[src/hdl/cpu_isa_pkg.sv]
package cpu_isa_pkg;

  typedef logic [31:0] instr_t;

  typedef enum logic [1:0] {
    MODE_REG    = 2'h0,
    MODE_REGIND = 2'h1,
    MODE_IMM    = 2'h2,
    MODE_DIR    = 2'h3
  } addr_mode_t;

  typedef logic [6:0] opcode_t; // zero-extended, position depends on mode

  typedef logic [3:0] reg_addr_t;

  typedef logic [2:0] alu_func_t; // low three opcode bits for alu ops

  localparam alu_func_t ALU_ADD = 3'h2;
  localparam alu_func_t ALU_SUB = 3'h3;

  typedef struct packed {
    logic carry;
    logic negative;
    logic overflow;
    logic zero;
  } ccr_t;

  typedef enum logic [3:0] {
    COND_BRA  = 4'h0,
    COND_BEQ  = 4'h1,
    COND_BNE  = 4'h2,
    COND_BGTU = 4'h3,
    COND_BGT  = 4'h4,
    COND_BGE  = 4'h5,
    COND_BLE  = 4'h6,
    COND_BLT  = 4'h7,
    COND_BGEU = 4'h8,
    COND_BLTU = 4'h9,
    COND_BLEU = 4'ha,
    COND_BRN  = 4'hb
  } branch_cond_t;

  typedef enum logic [1:0] {
    SIZE_WORD = 2'h0,
    SIZE_HALF = 2'h1,
    SIZE_BYTE = 2'h2
  } access_size_t;

  typedef enum logic [3:0] {
    CLASS_NOP, CLASS_CMP, CLASS_MOV, CLASS_COM, CLASS_NEG,
    CLASS_EXTB, CLASS_EXTH, CLASS_ALU_REG, CLASS_ALU_IMM, CLASS_LDIU,
    CLASS_BRANCH, CLASS_LOAD, CLASS_STORE, CLASS_JMP, CLASS_ILLEGAL
  } instr_class_t;

  typedef struct packed {
    instr_class_t iclass;
    reg_addr_t    ra;
    reg_addr_t    rb;
    reg_addr_t    rc;
    alu_func_t    alu_func;
    branch_cond_t cond;
    access_size_t size;
  } decoded_instr_t;

endpackage

[src/hdl/cpu_ctrl_pkg.sv]
package cpu_ctrl_pkg;
  import cpu_isa_pkg::*;

  typedef enum logic [2:0] {
    ST_RESET     = 3'h0,
    ST_FETCH     = 3'h1,
    ST_EXECUTE   = 3'h2,
    ST_EXCEPTION = 3'h3,
    ST_HALT      = 3'h4
  } ctrl_state_t;

  typedef logic [2:0] step_t;

  typedef enum logic [2:0] {
    PC_HOLD   = 3'h0,
    PC_INC    = 3'h1,
    PC_MAR    = 3'h2,
    PC_REL    = 3'h3, // pc plus branch displacement
    PC_ALU    = 3'h4,
    PC_VECTOR = 3'h5
  } pc_sel_t;

  typedef enum logic [3:0] {
    SRC_ALU  = 4'h0,
    SRC_MDR  = 4'h1,
    SRC_NEG  = 4'h2,
    SRC_COM  = 4'h3,
    SRC_MOV  = 4'h4,
    SRC_UIMM = 4'h6, // unsigned 16-bit immediate
    SRC_EXTB = 4'h9,
    SRC_EXTH = 4'ha
  } reg_src_t;

  typedef enum logic [2:0] {
    ALUB_REG = 3'h0,
    ALUB_IMM = 3'h1,
    ALUB_ONE = 3'h2
  } alu_b_sel_t;

  typedef enum logic [1:0] {
    MAR_HOLD = 2'h0,
    MAR_BUS  = 2'h1,
    MAR_ALU  = 2'h2
  } mar_sel_t;

  typedef enum logic [2:0] {
    MDR_HOLD = 3'h0,
    MDR_BUS  = 3'h1,
    MDR_RA   = 3'h3
  } mdr_sel_t;

  typedef struct packed {
    logic       ir_write;
    logic       ccr_write;
    logic       reg_write;
    alu_func_t  alu_func;
    alu_b_sel_t alu_b_sel;
    reg_src_t   reg_src;
    reg_addr_t  read_addr1;
    reg_addr_t  read_addr2;
    reg_addr_t  write_addr;
    mar_sel_t   mar_sel;
    mdr_sel_t   mdr_sel;
    pc_sel_t    pc_sel;
  } control_word_t;

  typedef struct packed {
    logic       bus_read;
    logic       bus_write;
    logic       addr_from_mar; // address bus from mar instead of pc
    logic [3:0] byteenable;
  } bus_request_t;

endpackage

[src/hdl/ir_decoder.sv]
`timescale 1ns/1ps

module ir_decoder
  import cpu_isa_pkg::*;
(
  input  instr_t         ir,
  output decoded_instr_t dec
);

  addr_mode_t   mode;
  opcode_t      opcode;
  instr_class_t iclass;
  alu_func_t    alu_func;
  access_size_t size;

  assign mode = addr_mode_t'(ir[31:30]);

  // opcode field sits at a different place in each mode
  always_comb begin
    case (mode)
      MODE_REG:    opcode = ir[29:23];
      MODE_REGIND: opcode = {3'b000, ir[29:26]};
      MODE_IMM:    opcode = {3'b000, ir[29:26]};
      default:     opcode = {1'b0, ir[29:24]};
    endcase
  end

  always_comb begin
    iclass = CLASS_ILLEGAL;
    case (mode)
      MODE_REG: begin
        case (opcode) inside
          7'h00:          iclass = CLASS_NOP;
          7'h09:          iclass = CLASS_CMP;
          7'h0a:          iclass = CLASS_MOV;
          7'h0b:          iclass = CLASS_COM;
          7'h0c:          iclass = CLASS_NEG;
          7'h12:          iclass = CLASS_EXTB;
          7'h13:          iclass = CLASS_EXTH;
          [7'h20:7'h2f]:  iclass = CLASS_ALU_REG; // rA <= rB op rC
          default:        iclass = CLASS_ILLEGAL;
        endcase
      end
      MODE_REGIND: begin
        case (opcode) inside
          [7'h00:7'h05]:  iclass = opcode[0] ? CLASS_LOAD : CLASS_STORE;
          7'h09:          iclass = CLASS_JMP;
          default:        iclass = CLASS_ILLEGAL;
        endcase
      end
      MODE_IMM: begin
        case (opcode) inside
          [7'h00:7'h0b]:  iclass = CLASS_BRANCH;
          7'h0c:          iclass = CLASS_LDIU;
          default:        iclass = CLASS_ILLEGAL;
        endcase
      end
      default: begin
        if (opcode[6:4] == 3'h0)
          iclass = CLASS_ALU_IMM; // rA <= rB op immediate
      end
    endcase
  end

  always_comb begin
    case (iclass)
      CLASS_ALU_REG, CLASS_ALU_IMM: alu_func = opcode[2:0];
      CLASS_CMP:                    alu_func = ALU_SUB;
      default:                      alu_func = ALU_ADD; // address arithmetic
    endcase
  end

  // pairs of st/ld per size
  always_comb begin
    case (opcode[2:1])
      2'h0:    size = SIZE_WORD;
      2'h1:    size = SIZE_HALF;
      default: size = SIZE_BYTE;
    endcase
  end

  always_comb begin
    dec.iclass   = iclass;
    dec.ra       = ir[19:16];
    dec.rb       = ir[15:12];
    dec.rc       = ir[11:8];
    dec.alu_func = alu_func;
    dec.cond     = branch_cond_t'(opcode[3:0]);
    dec.size     = size;
  end

endmodule

[src/hdl/branch_condition.sv]
`timescale 1ns/1ps

module branch_condition
  import cpu_isa_pkg::*;
(
  input  branch_cond_t cond,
  input  ccr_t         ccr,
  output logic         taken
);

  logic n_ne_v;

  assign n_ne_v = ccr.negative ^ ccr.overflow; // signed less-than

  always_comb begin
    case (cond)
      COND_BRA:  taken = 1'b1;
      COND_BEQ:  taken = ccr.zero;
      COND_BNE:  taken = ~ccr.zero;
      COND_BGTU: taken = ~(ccr.zero | ccr.carry);
      COND_BGT:  taken = ~(ccr.zero | n_ne_v);
      COND_BGE:  taken = ~n_ne_v;
      COND_BLE:  taken = ccr.zero | n_ne_v;
      COND_BLT:  taken = n_ne_v;
      COND_BGEU: taken = ~ccr.carry;
      COND_BLTU: taken = ccr.carry;
      COND_BLEU: taken = ccr.carry | ccr.zero;
      default:   taken = 1'b0; // brn
    endcase
  end

endmodule

[src/hdl/control_sequencer.sv]
`timescale 1ns/1ps

module control_sequencer
  import cpu_isa_pkg::*, cpu_ctrl_pkg::*;
(
  input  logic           clock,
  input  logic           reset_n,
  input  decoded_instr_t dec,
  input  logic           taken,
  input  logic           bus_wait,
  input  logic           busfault,
  input  logic [1:0]     bus_align,
  output control_word_t  ctrl,
  output bus_request_t   bus,
  output logic           halt
);

  ctrl_state_t state, state_next;
  step_t       step, step_next;
  logic [3:0]  sized_lanes;

  // lane enables for a sized data access
  always_comb begin
    case (dec.size)
      SIZE_WORD: sized_lanes = 4'b1111;
      SIZE_HALF: sized_lanes = bus_align[1] ? 4'b0011 : 4'b1100;
      default:   sized_lanes = 4'b1000 >> bus_align;
    endcase
  end

  always_ff @(posedge clock or negedge reset_n) begin
    if (!reset_n) begin
      state <= ST_RESET;
      step  <= '0;
    end else begin
      state <= state_next;
      step  <= step_next;
    end
  end

  assign halt = (state == ST_HALT);

  always_comb begin
    state_next          = state;
    step_next           = step;
    ctrl.ir_write       = 1'b0;
    ctrl.ccr_write      = 1'b0;
    ctrl.reg_write      = 1'b0;
    ctrl.alu_func       = ALU_ADD;
    ctrl.alu_b_sel      = ALUB_REG;
    ctrl.reg_src        = SRC_ALU;
    ctrl.read_addr1     = dec.ra;
    ctrl.read_addr2     = dec.rb;
    ctrl.write_addr     = dec.ra;
    ctrl.mar_sel        = MAR_HOLD;
    ctrl.mdr_sel        = MDR_HOLD;
    ctrl.pc_sel         = PC_HOLD;
    bus.bus_read        = 1'b0;
    bus.bus_write       = 1'b0;
    bus.addr_from_mar   = 1'b0; // pc drives the address bus
    bus.byteenable      = 4'b1111;

    case (state)
      ST_RESET: begin
        case (step)
          3'h0: begin
            ctrl.pc_sel  = PC_VECTOR;
            bus.bus_read = 1'b1; // read the reset vector
            if (busfault)
              state_next = ST_EXCEPTION;
            else if (!bus_wait)
              step_next = 3'h1;
          end
          3'h1: begin
            bus.bus_read = 1'b1;
            ctrl.mar_sel = MAR_BUS;
            step_next    = 3'h2;
          end
          3'h2: begin
            ctrl.pc_sel = PC_MAR;
            state_next  = ST_FETCH;
            step_next   = '0;
          end
          default: state_next = ST_HALT;
        endcase
      end

      ST_FETCH: begin
        case (step)
          3'h0: begin
            bus.bus_read = 1'b1;
            if (busfault)
              state_next = ST_EXCEPTION;
            else if (!bus_wait) // bus granted
              step_next = 3'h1;
          end
          3'h1: begin
            bus.bus_read  = 1'b1; // keep data on the bus
            ctrl.ir_write = 1'b1;
            step_next     = 3'h2;
          end
          3'h2: begin
            ctrl.pc_sel = PC_INC;
            state_next  = ST_EXECUTE;
            step_next   = '0;
          end
          default: state_next = ST_HALT;
        endcase
      end

      ST_EXECUTE: begin
        // single-cycle classes return to fetch unless overridden below
        state_next = ST_FETCH;
        step_next  = '0;
        case (dec.iclass)
          CLASS_NOP: ;
          CLASS_CMP: begin
            ctrl.alu_func  = dec.alu_func; // ra - rb
            ctrl.ccr_write = 1'b1;
          end
          CLASS_MOV, CLASS_COM, CLASS_NEG, CLASS_EXTB, CLASS_EXTH, CLASS_LDIU: begin
            ctrl.reg_write = 1'b1;
            case (dec.iclass)
              CLASS_MOV:  ctrl.reg_src = SRC_MOV;
              CLASS_COM:  ctrl.reg_src = SRC_COM;
              CLASS_NEG:  ctrl.reg_src = SRC_NEG;
              CLASS_EXTB: ctrl.reg_src = SRC_EXTB;
              CLASS_EXTH: ctrl.reg_src = SRC_EXTH;
              default:    ctrl.reg_src = SRC_UIMM;
            endcase
          end
          CLASS_BRANCH: begin
            if (taken)
              ctrl.pc_sel = PC_REL;
          end
          CLASS_ALU_REG, CLASS_ALU_IMM: begin
            ctrl.alu_func   = dec.alu_func;
            ctrl.read_addr1 = dec.rb;
            ctrl.read_addr2 = dec.rc;
            if (dec.iclass == CLASS_ALU_IMM)
              ctrl.alu_b_sel = ALUB_IMM;
            if (step == 3'h0) begin
              state_next = ST_EXECUTE; // let the alu result settle
              step_next  = 3'h1;
            end else begin
              ctrl.reg_write = 1'b1;
            end
          end
          CLASS_JMP: begin
            ctrl.read_addr1 = dec.rb;
            ctrl.alu_b_sel  = ALUB_IMM; // rB + displacement
            if (step == 3'h0) begin
              state_next = ST_EXECUTE;
              step_next  = 3'h1;
            end else begin
              ctrl.pc_sel = PC_ALU;
            end
          end
          CLASS_LOAD, CLASS_STORE: begin
            bus.addr_from_mar = 1'b1;
            state_next        = ST_EXECUTE;
            case (step)
              3'h0: begin
                ctrl.read_addr1 = dec.rb;
                ctrl.alu_b_sel  = ALUB_IMM; // effective address
                step_next       = 3'h1;
              end
              3'h1: begin
                ctrl.mar_sel = MAR_ALU;
                if (dec.iclass == CLASS_STORE)
                  ctrl.mdr_sel = MDR_RA;
                step_next = 3'h2;
              end
              3'h2: begin
                bus.byteenable = sized_lanes;
                if (dec.iclass == CLASS_LOAD) begin
                  bus.bus_read = 1'b1;
                  ctrl.mdr_sel = MDR_BUS;
                end else begin
                  bus.bus_write = 1'b1;
                end
                if (busfault)
                  state_next = ST_EXCEPTION;
                else if (!bus_wait)
                  step_next = 3'h3;
              end
              3'h3: begin
                if (dec.iclass == CLASS_LOAD) begin
                  ctrl.reg_src   = SRC_MDR;
                  ctrl.reg_write = 1'b1;
                end
                state_next = ST_FETCH;
                step_next  = '0;
              end
              default: state_next = ST_HALT;
            endcase
          end
          default: state_next = ST_HALT; // undefined opcode
        endcase
      end

      ST_EXCEPTION: begin
        state_next = ST_HALT; // one cycle, no handler
        step_next  = '0;
      end

      default: state_next = ST_HALT;
    endcase
  end

endmodule

[src/hdl/cpu_control.sv]
`timescale 1ns/1ps

module cpu_control
  import cpu_isa_pkg::*, cpu_ctrl_pkg::*;
(
  input  logic          clock,
  input  logic          reset_n,
  input  instr_t        ir,
  input  ccr_t          ccr,
  input  logic          bus_wait,
  input  logic          busfault,
  input  logic [1:0]    bus_align,
  output control_word_t ctrl,
  output bus_request_t  bus,
  output logic          halt
);

  decoded_instr_t dec;
  logic           taken;

  ir_decoder u_ir_decoder (
    .ir  (ir),
    .dec (dec)
  );

  // only meaningful while dec.iclass is a branch
  branch_condition u_branch_condition (
    .cond  (dec.cond),
    .ccr   (ccr),
    .taken (taken)
  );

  control_sequencer u_control_sequencer (
    .clock     (clock),
    .reset_n   (reset_n),
    .dec       (dec),
    .taken     (taken),
    .bus_wait  (bus_wait),
    .busfault  (busfault),
    .bus_align (bus_align),
    .ctrl      (ctrl),
    .bus       (bus),
    .halt      (halt)
  );

endmodule

[config.mk]
export PLATFORM = sky130hd
export DESIGN_NAME = cpu_control
export DESIGN_NICKNAME = d
export VERILOG_FILES = /design/src/hdl/cpu_isa_pkg.sv /design/src/hdl/cpu_ctrl_pkg.sv /design/src/hdl/ir_decoder.sv /design/src/hdl/branch_condition.sv /design/src/hdl/control_sequencer.sv /design/src/hdl/cpu_control.sv
export SDC_FILE = /design/constraint.sdc
export NUM_CORES = 1
export LEC_CHECK = 0
export ABC_AREA = 1
export BUFFER_PORTS_ARGS = -buffer_cell sky130_fd_sc_hd__buf_2
export CAP_MARGIN = 20
export CORE_ASPECT_RATIO = 1.2
export CORE_MARGIN = 4
export CORE_UTILIZATION = 50
export CTS_CLUSTER_DIAMETER = 150
export CTS_CLUSTER_SIZE = 20
export DETAILED_ROUTE_END_ITERATION = 10
export PLACE_DENSITY = 0.91
export SYNTH_ARGS = -nofsm -noshare
export SYNTH_HDL_FRONTEND = slang
export SYNTH_SLANG_ARGS = --single-unit
[constraint.sdc]
create_clock -name clock -period 4.6 [get_ports clock]
set_input_delay 0.23 -clock clock [delete_from_list [all_inputs] [get_ports clock]]
set_output_delay 0.23 -clock clock [all_outputs]
set_load 0.05 [all_outputs]
# Word level (Yosys, flattened, before mapping)
# Index checks and enable logic that the tools add are counted.
[word_totals]
latch_bits = 0
ramBits = 0
input_bits = 42
mem_bits_ro = 0
register_bits = 6
mem_count = 0
[op_classes]
n_mux = 77
div_mod_pow = 0
n_shift = 1
n_reduce_logical = 24
magnitude_cmp = 5
n_eq_ne = 45
n_bitwise = 8
n_mul = 0
add_sub_neg = 0
[op_table]
columns = ["operator", "n"]
rows = [
  ["3-bit one-hot mux with 3 select lines", 10],
  ["4-bit 2-to-1 mux", 15],
  ["4-bit == test, second input constant", 9],
  ["4-bit by 3-bit == test with 1-bit output, second input constant", 8],
  ["3-bit 2-to-1 mux", 10],
  ["7-bit by 4-bit == test with 1-bit output, second input constant", 4],
  ["4-bit one-hot mux with 2 select lines", 3],
  ["20-bit 2-to-1 mux", 1],
  ["4-bit one-hot mux with 5 select lines", 1],
  ["3-bit one-hot mux with 2 select lines", 3],
  ["4-bit by 2-bit == test with 1-bit output, second input constant", 4],
  ["2-bit 2-to-1 mux", 8],
  ["1-bit 2-to-1 mux", 15],
  ["7-bit by 5-bit == test with 1-bit output, second input constant", 2],
  ["7-bit one-hot mux with 2 select lines", 1],
  ["3-bit by 2-bit == test with 1-bit output, second input constant", 4],
  ["2-bit one-hot mux with 2 select lines", 3],
  ["4-bit one-hot mux with 3 select lines", 1],
  ["1-bit one-hot mux with 11 select lines", 1],
  ["2-bit OR reduction", 5],
  ["3-bit logical NOT", 3],
  ["9-bit OR reduction", 1],
  ["4-bit by 1-bit == test with 1-bit output, second input constant", 2],
  ["4-bit logical NOT", 2],
  ["29 further kinds", 44],
]

# Longest topological paths before layout
[depth]
depth_word = 19
mapped_depth = 26
depth_no_buf = 26

# Cells and area by module
# Synthesis repeated with hierarchy kept, for this count alone.
[hier_totals]
hier_cells = 385
hier_area_um2 = 2153.3
[modules_own_cells]
columns = ["module", "area_per_inst_um2", "seq_area_each_um2", "cells_per_inst", "n_inst"]
rows = [
  ["control_sequencer", 1124.8, 125.1, 212, 1],
  ["ir_decoder", 903.4, 0.0, 143, 1],
  ["branch_condition", 125.1, 0.0, 30, 1],
]

# Worst setup path before layout
# No wires, ideal clock.
[synth_path]
path_type = "input -> output"
start = "input port ir[30]"
end = "output port ctrl[3] (netlist bit)"
t_required_ns = 4.370
path_stages = 15
t_arrival_ns = 3.733
slack_ns = 0.637
path_cell_list = "inv_1 -> ha_1 -> nand3_1 -> nand3_4 -> nor2_2 -> nand3_1 -> nand2_1 -> inv_1 -> nand2_1 -> nand3_2 -> nand2_1 -> nand4_1 -> nor3_1 -> inv_1 -> a21oi_1"
[synth_lines]
columns = ["item", "line_no", "source"]
rows = [
  ["start: declaration", "cpu_control.sv:8", "input instr_t ir,"],
  ["end: declaration", "cpu_control.sv:13", "output control_word_t ctrl,"],
]

==> results by group <==
Setup path
  • Req. time, crit path: about 4400 ps
  • CP endpoint kind: output port
  • Register-to-Register Path Depth: 6
  • Startpoint Class: primary input
  • Worst setup startpoint: ir[30]
  • RR Startpoint: u_control_sequencer.step[0]$_DFFE_PN0P_
  • Reg2reg end: u_control_sequencer.step[1]$_DFFE_PN0P_
  • CP arrival: ~3400 ps
  • Worst-path maximum fanout: 18
  • Crit Path Class: in -> out
  • R2r setup slk: approximately 2600 ps

STA
  • Fin. Hold Viols: 0
  • Slew HR: approximately two thirds
  • Slew Viols, Final: 0
  • Final clock skew: about 3.6 ps
  • # setup viols final: 0
  • Unrepaired setup endpoints after global routing: no
  • Max Freq: between 200 and 300 MHz
  • Final Cycle Share: between 70% and 80%
  • Minimum clock period after layout: around 3600 ps
  • Post-Route Setup TNS: 0 ps
  • Measured slew at the worst slew-check pin: 527 ps

GRT
  • Total gr overflow: 0
  • Initial antenna violation count: 0
  • First-pass GRT wire length: about 10000 µm
  • Vias in the first global route: 2,283
  • Gr usage total: 23.4%
  • Pin count of the biggest net entering global routing: 19

Synthesis
  • Sequential area share after synthesis: under 10%
  • Yosys reg bits: 5
  • Synth Warn #: 0
  • Post-Synthesis Cells: between 300 and 400
  • Post-synth EDFFs: 0
  • Cell taking the most area after synthesis: nand2_1
  • Synth unique cells: 41
  • Async SR Flop Fraction: 100%
  • Post-Syn Area: 1940 µm²
  • Synth top area cells: nand2_1 (19%), nor2_1 (9.5%), nand3_1 (9.0%)
  • Synthesized area per cell: 5.55 µm²
  • Synth top area share: a little under a fifth
  • Ys flop type: dfrtp_1

Hold path
  • Hold Path Class: in -> async

Final layout
  • N_diodes: 0
  • Share of cells above drive strength 1: 27.8%
  • Leading cell type in the layout, fill and taps excluded: nand2_1
  • Register area: ~130 µm²
  • Area growth, synth to finish: 19.9%
  • Filler cells: 374
  • Finished Layout Cells: 465
  • Final #Nets: between 400 and 500
  • Commonest non-fill, non-tap cells in the layout: nand2_1 (99), buf_2 (68), nor2_1 (49), inv_1 (37), nand3_1 (35)
  • Area of the multi-input gates: between 1500 and 2000 µm²

Clock network
  • Clk sinks: 5
  • H-tree depth: 1
  • Max Buffers Root-to-Sink: 2
  • Clock root buffer: clkbuf_8
  • Worst-path clk slew: 40 ps
  • Postcts setup bufs: 0
  • Resized cells post-CTS: 0
  • CTS tree: done
  • Worst skew pair latency: between 200 and 250 ps
  • CTS buffer count: 3

Job
  • Maxcap violations: 0

Floorplanning
  • Die area: 4940 µm²
  • Chip Width: between 60 and 70 µm
  • Initial core utilization: 52.4%
  • DIE HEIGHT: ~76 µm
  • Core Region: 3690 µm²
  • Placement row count: 24
  • I/O pins: 83

Placed design
  • Post-Place Cells: 460
  • Buffers on Ports: 68
  • Routability cong.: 0.941
  • Detailed placement HPWL: approximately 4700 µm

Pwr
  • Internal Power: ~170 µW
  • Clock power share: 25.0%
  • Lkg Pwr: around 0.0013 µW
  • Power Dens Cells: approximately 150 nW/µm²
  • Comb pwr share: about 62%
  • Worst IR Drop VDD: ~0.083 mV
  • Net switching power figure: roughly 170 µW
  • Switching Fraction: about half
  • Part of the power in registers: a little over an eighth

Run status
  • Status: finished, final reports clean

Route
  • DR DRC count: 0
  • Vias per inst: around 5.4
  • Wire per inst: ~12 µm
  • Routed Antenna Nets: 0
  • Pre-antenna DRT Iters: 5
  • Drt total wl: ~5700 µm
  • Iteration-0 DRC count of the detailed router: around 220
  • Via count: 2,526
==> worst max path at each step <==
| stage | end | slack [ps] | cells past startpoint |
|---|---|---|---|
| 2_1_floorplan | ctrl[3] | 640 | 15 |
| 4_1_cts | ctrl[17] | 1070 | 19 |
| 6_report | ctrl[27] | 1010 | 19 |
| 3_5_place_dp | ctrl[17] | 1070 | 19 |
| 3_3_place_gp | ctrl[27] | 1130 | 19 |
| 5_1_grt | ctrl[17] | 660 | 17 |
==> stage by stage <==
step | utilization (%) | cell area, µm² | setup slack, ps | hold WS [ps] | power, µW
CTS | 62.9 | 2320 | 1070 | 343 | 339
detailed placement | 61.4 | 2270 | 1070 | 47.6 | 252
global route | 62.9 | 2320 | 656 | 375 | 369
floorplan | - | 1940 | 637 | -65.6 | 209
finish | 62.9 | 2320 | 1010 | 354 | 341
global placement | 61.4 | 2270 | 1130 | 43.3 | 248
==> synth_stat cells, types with 5 or more instances <==
cell type and number:
buf_4 7, nor3_1 5, nand3_2 10, dfrtp_1 5, o21ai_0 12, nand2_2 7, inv_2 7, inv_1 37
nor2_4 7, nand3_1 35, nor2_1 49, a21oi_1 8, nand2_1 99, ha_1 9, nand4_1 6
==> state kept, by name (all words and copies together), names as in the netlist <==
name                       flops
u_control_sequencer.step       2
u_control_sequencer.state      3
==> cell families (layout without fill, tap and decap cells) <==
group / Yosys count / count (layout) / synth area share (%)
simple gates: 231 / 231 / 58.9
buf+inv: 58 / 120 / 13.6
compound gates: 44 / 44 / 14.7
fa+ha+maj: 9 / 9 / 5.81
flops: 5 / 5 / 6.46
other cells: 1 / 3 / 0.194
xor+xnor: 1 / 1 / 0.452
==> layer usage <==
metal / share of wire [%] / vias up / global-route usage [%] / routed length, µm
li1: - / 1260 / - / -
met1: 39 / 1136 / 28.1 / 2250
met2: 51 / 122 / 42.7 / 2920
met3: 8.4 / 8 / 2.95 / 483
met4: 1.3 / 0 / 5.71 / 77
met5: 0 / - / 0 / 0
==> critical path: stages <==
cell and delay [ps]:
buf_2 100, ha_1 460, inv_2 270, nand3_1 210, nand3_4 160, nor2_2 240, nand3_1 150, nand3_1 110
nor2_1 60, nand2_1 90, nand3_2 120, nor2_1 170, nand2_1 110, nand2_1 90, inv_2 50, nor2_4 160
inv_2 100, o22ai_1 150, buf_2 300
==> final cells by class <==
cell class | instances | area share (%)
inverter | 46 | 7.44
multi-input combinational | 288 | 67.0
clock buffer | 4 | 1.94
tap | 52 | 2.80
sequential | 5 | 5.39
timing repair buffer | 70 | 15.4
==> power groups by stage <==
stage	Sequential (µW)	Combinational (µW)	Clock [µW]
6_report	44.2	211	85.2
5_1_grt	44.2	234	90.1
4_1_cts	44.2	209	85.9
3_5_place_dp	44.8	208	0
3_3_place_gp	44.8	203	0
2_1_floorplan	44.8	164	0
==> repair_timing <==
item / in CTS / in global routing
hold endpoints to repair: 5 / 0
endpoints found under the setup margin: 0 / 0
hold buffers: 1 / 0
Power figures use the tool's default switching activity.
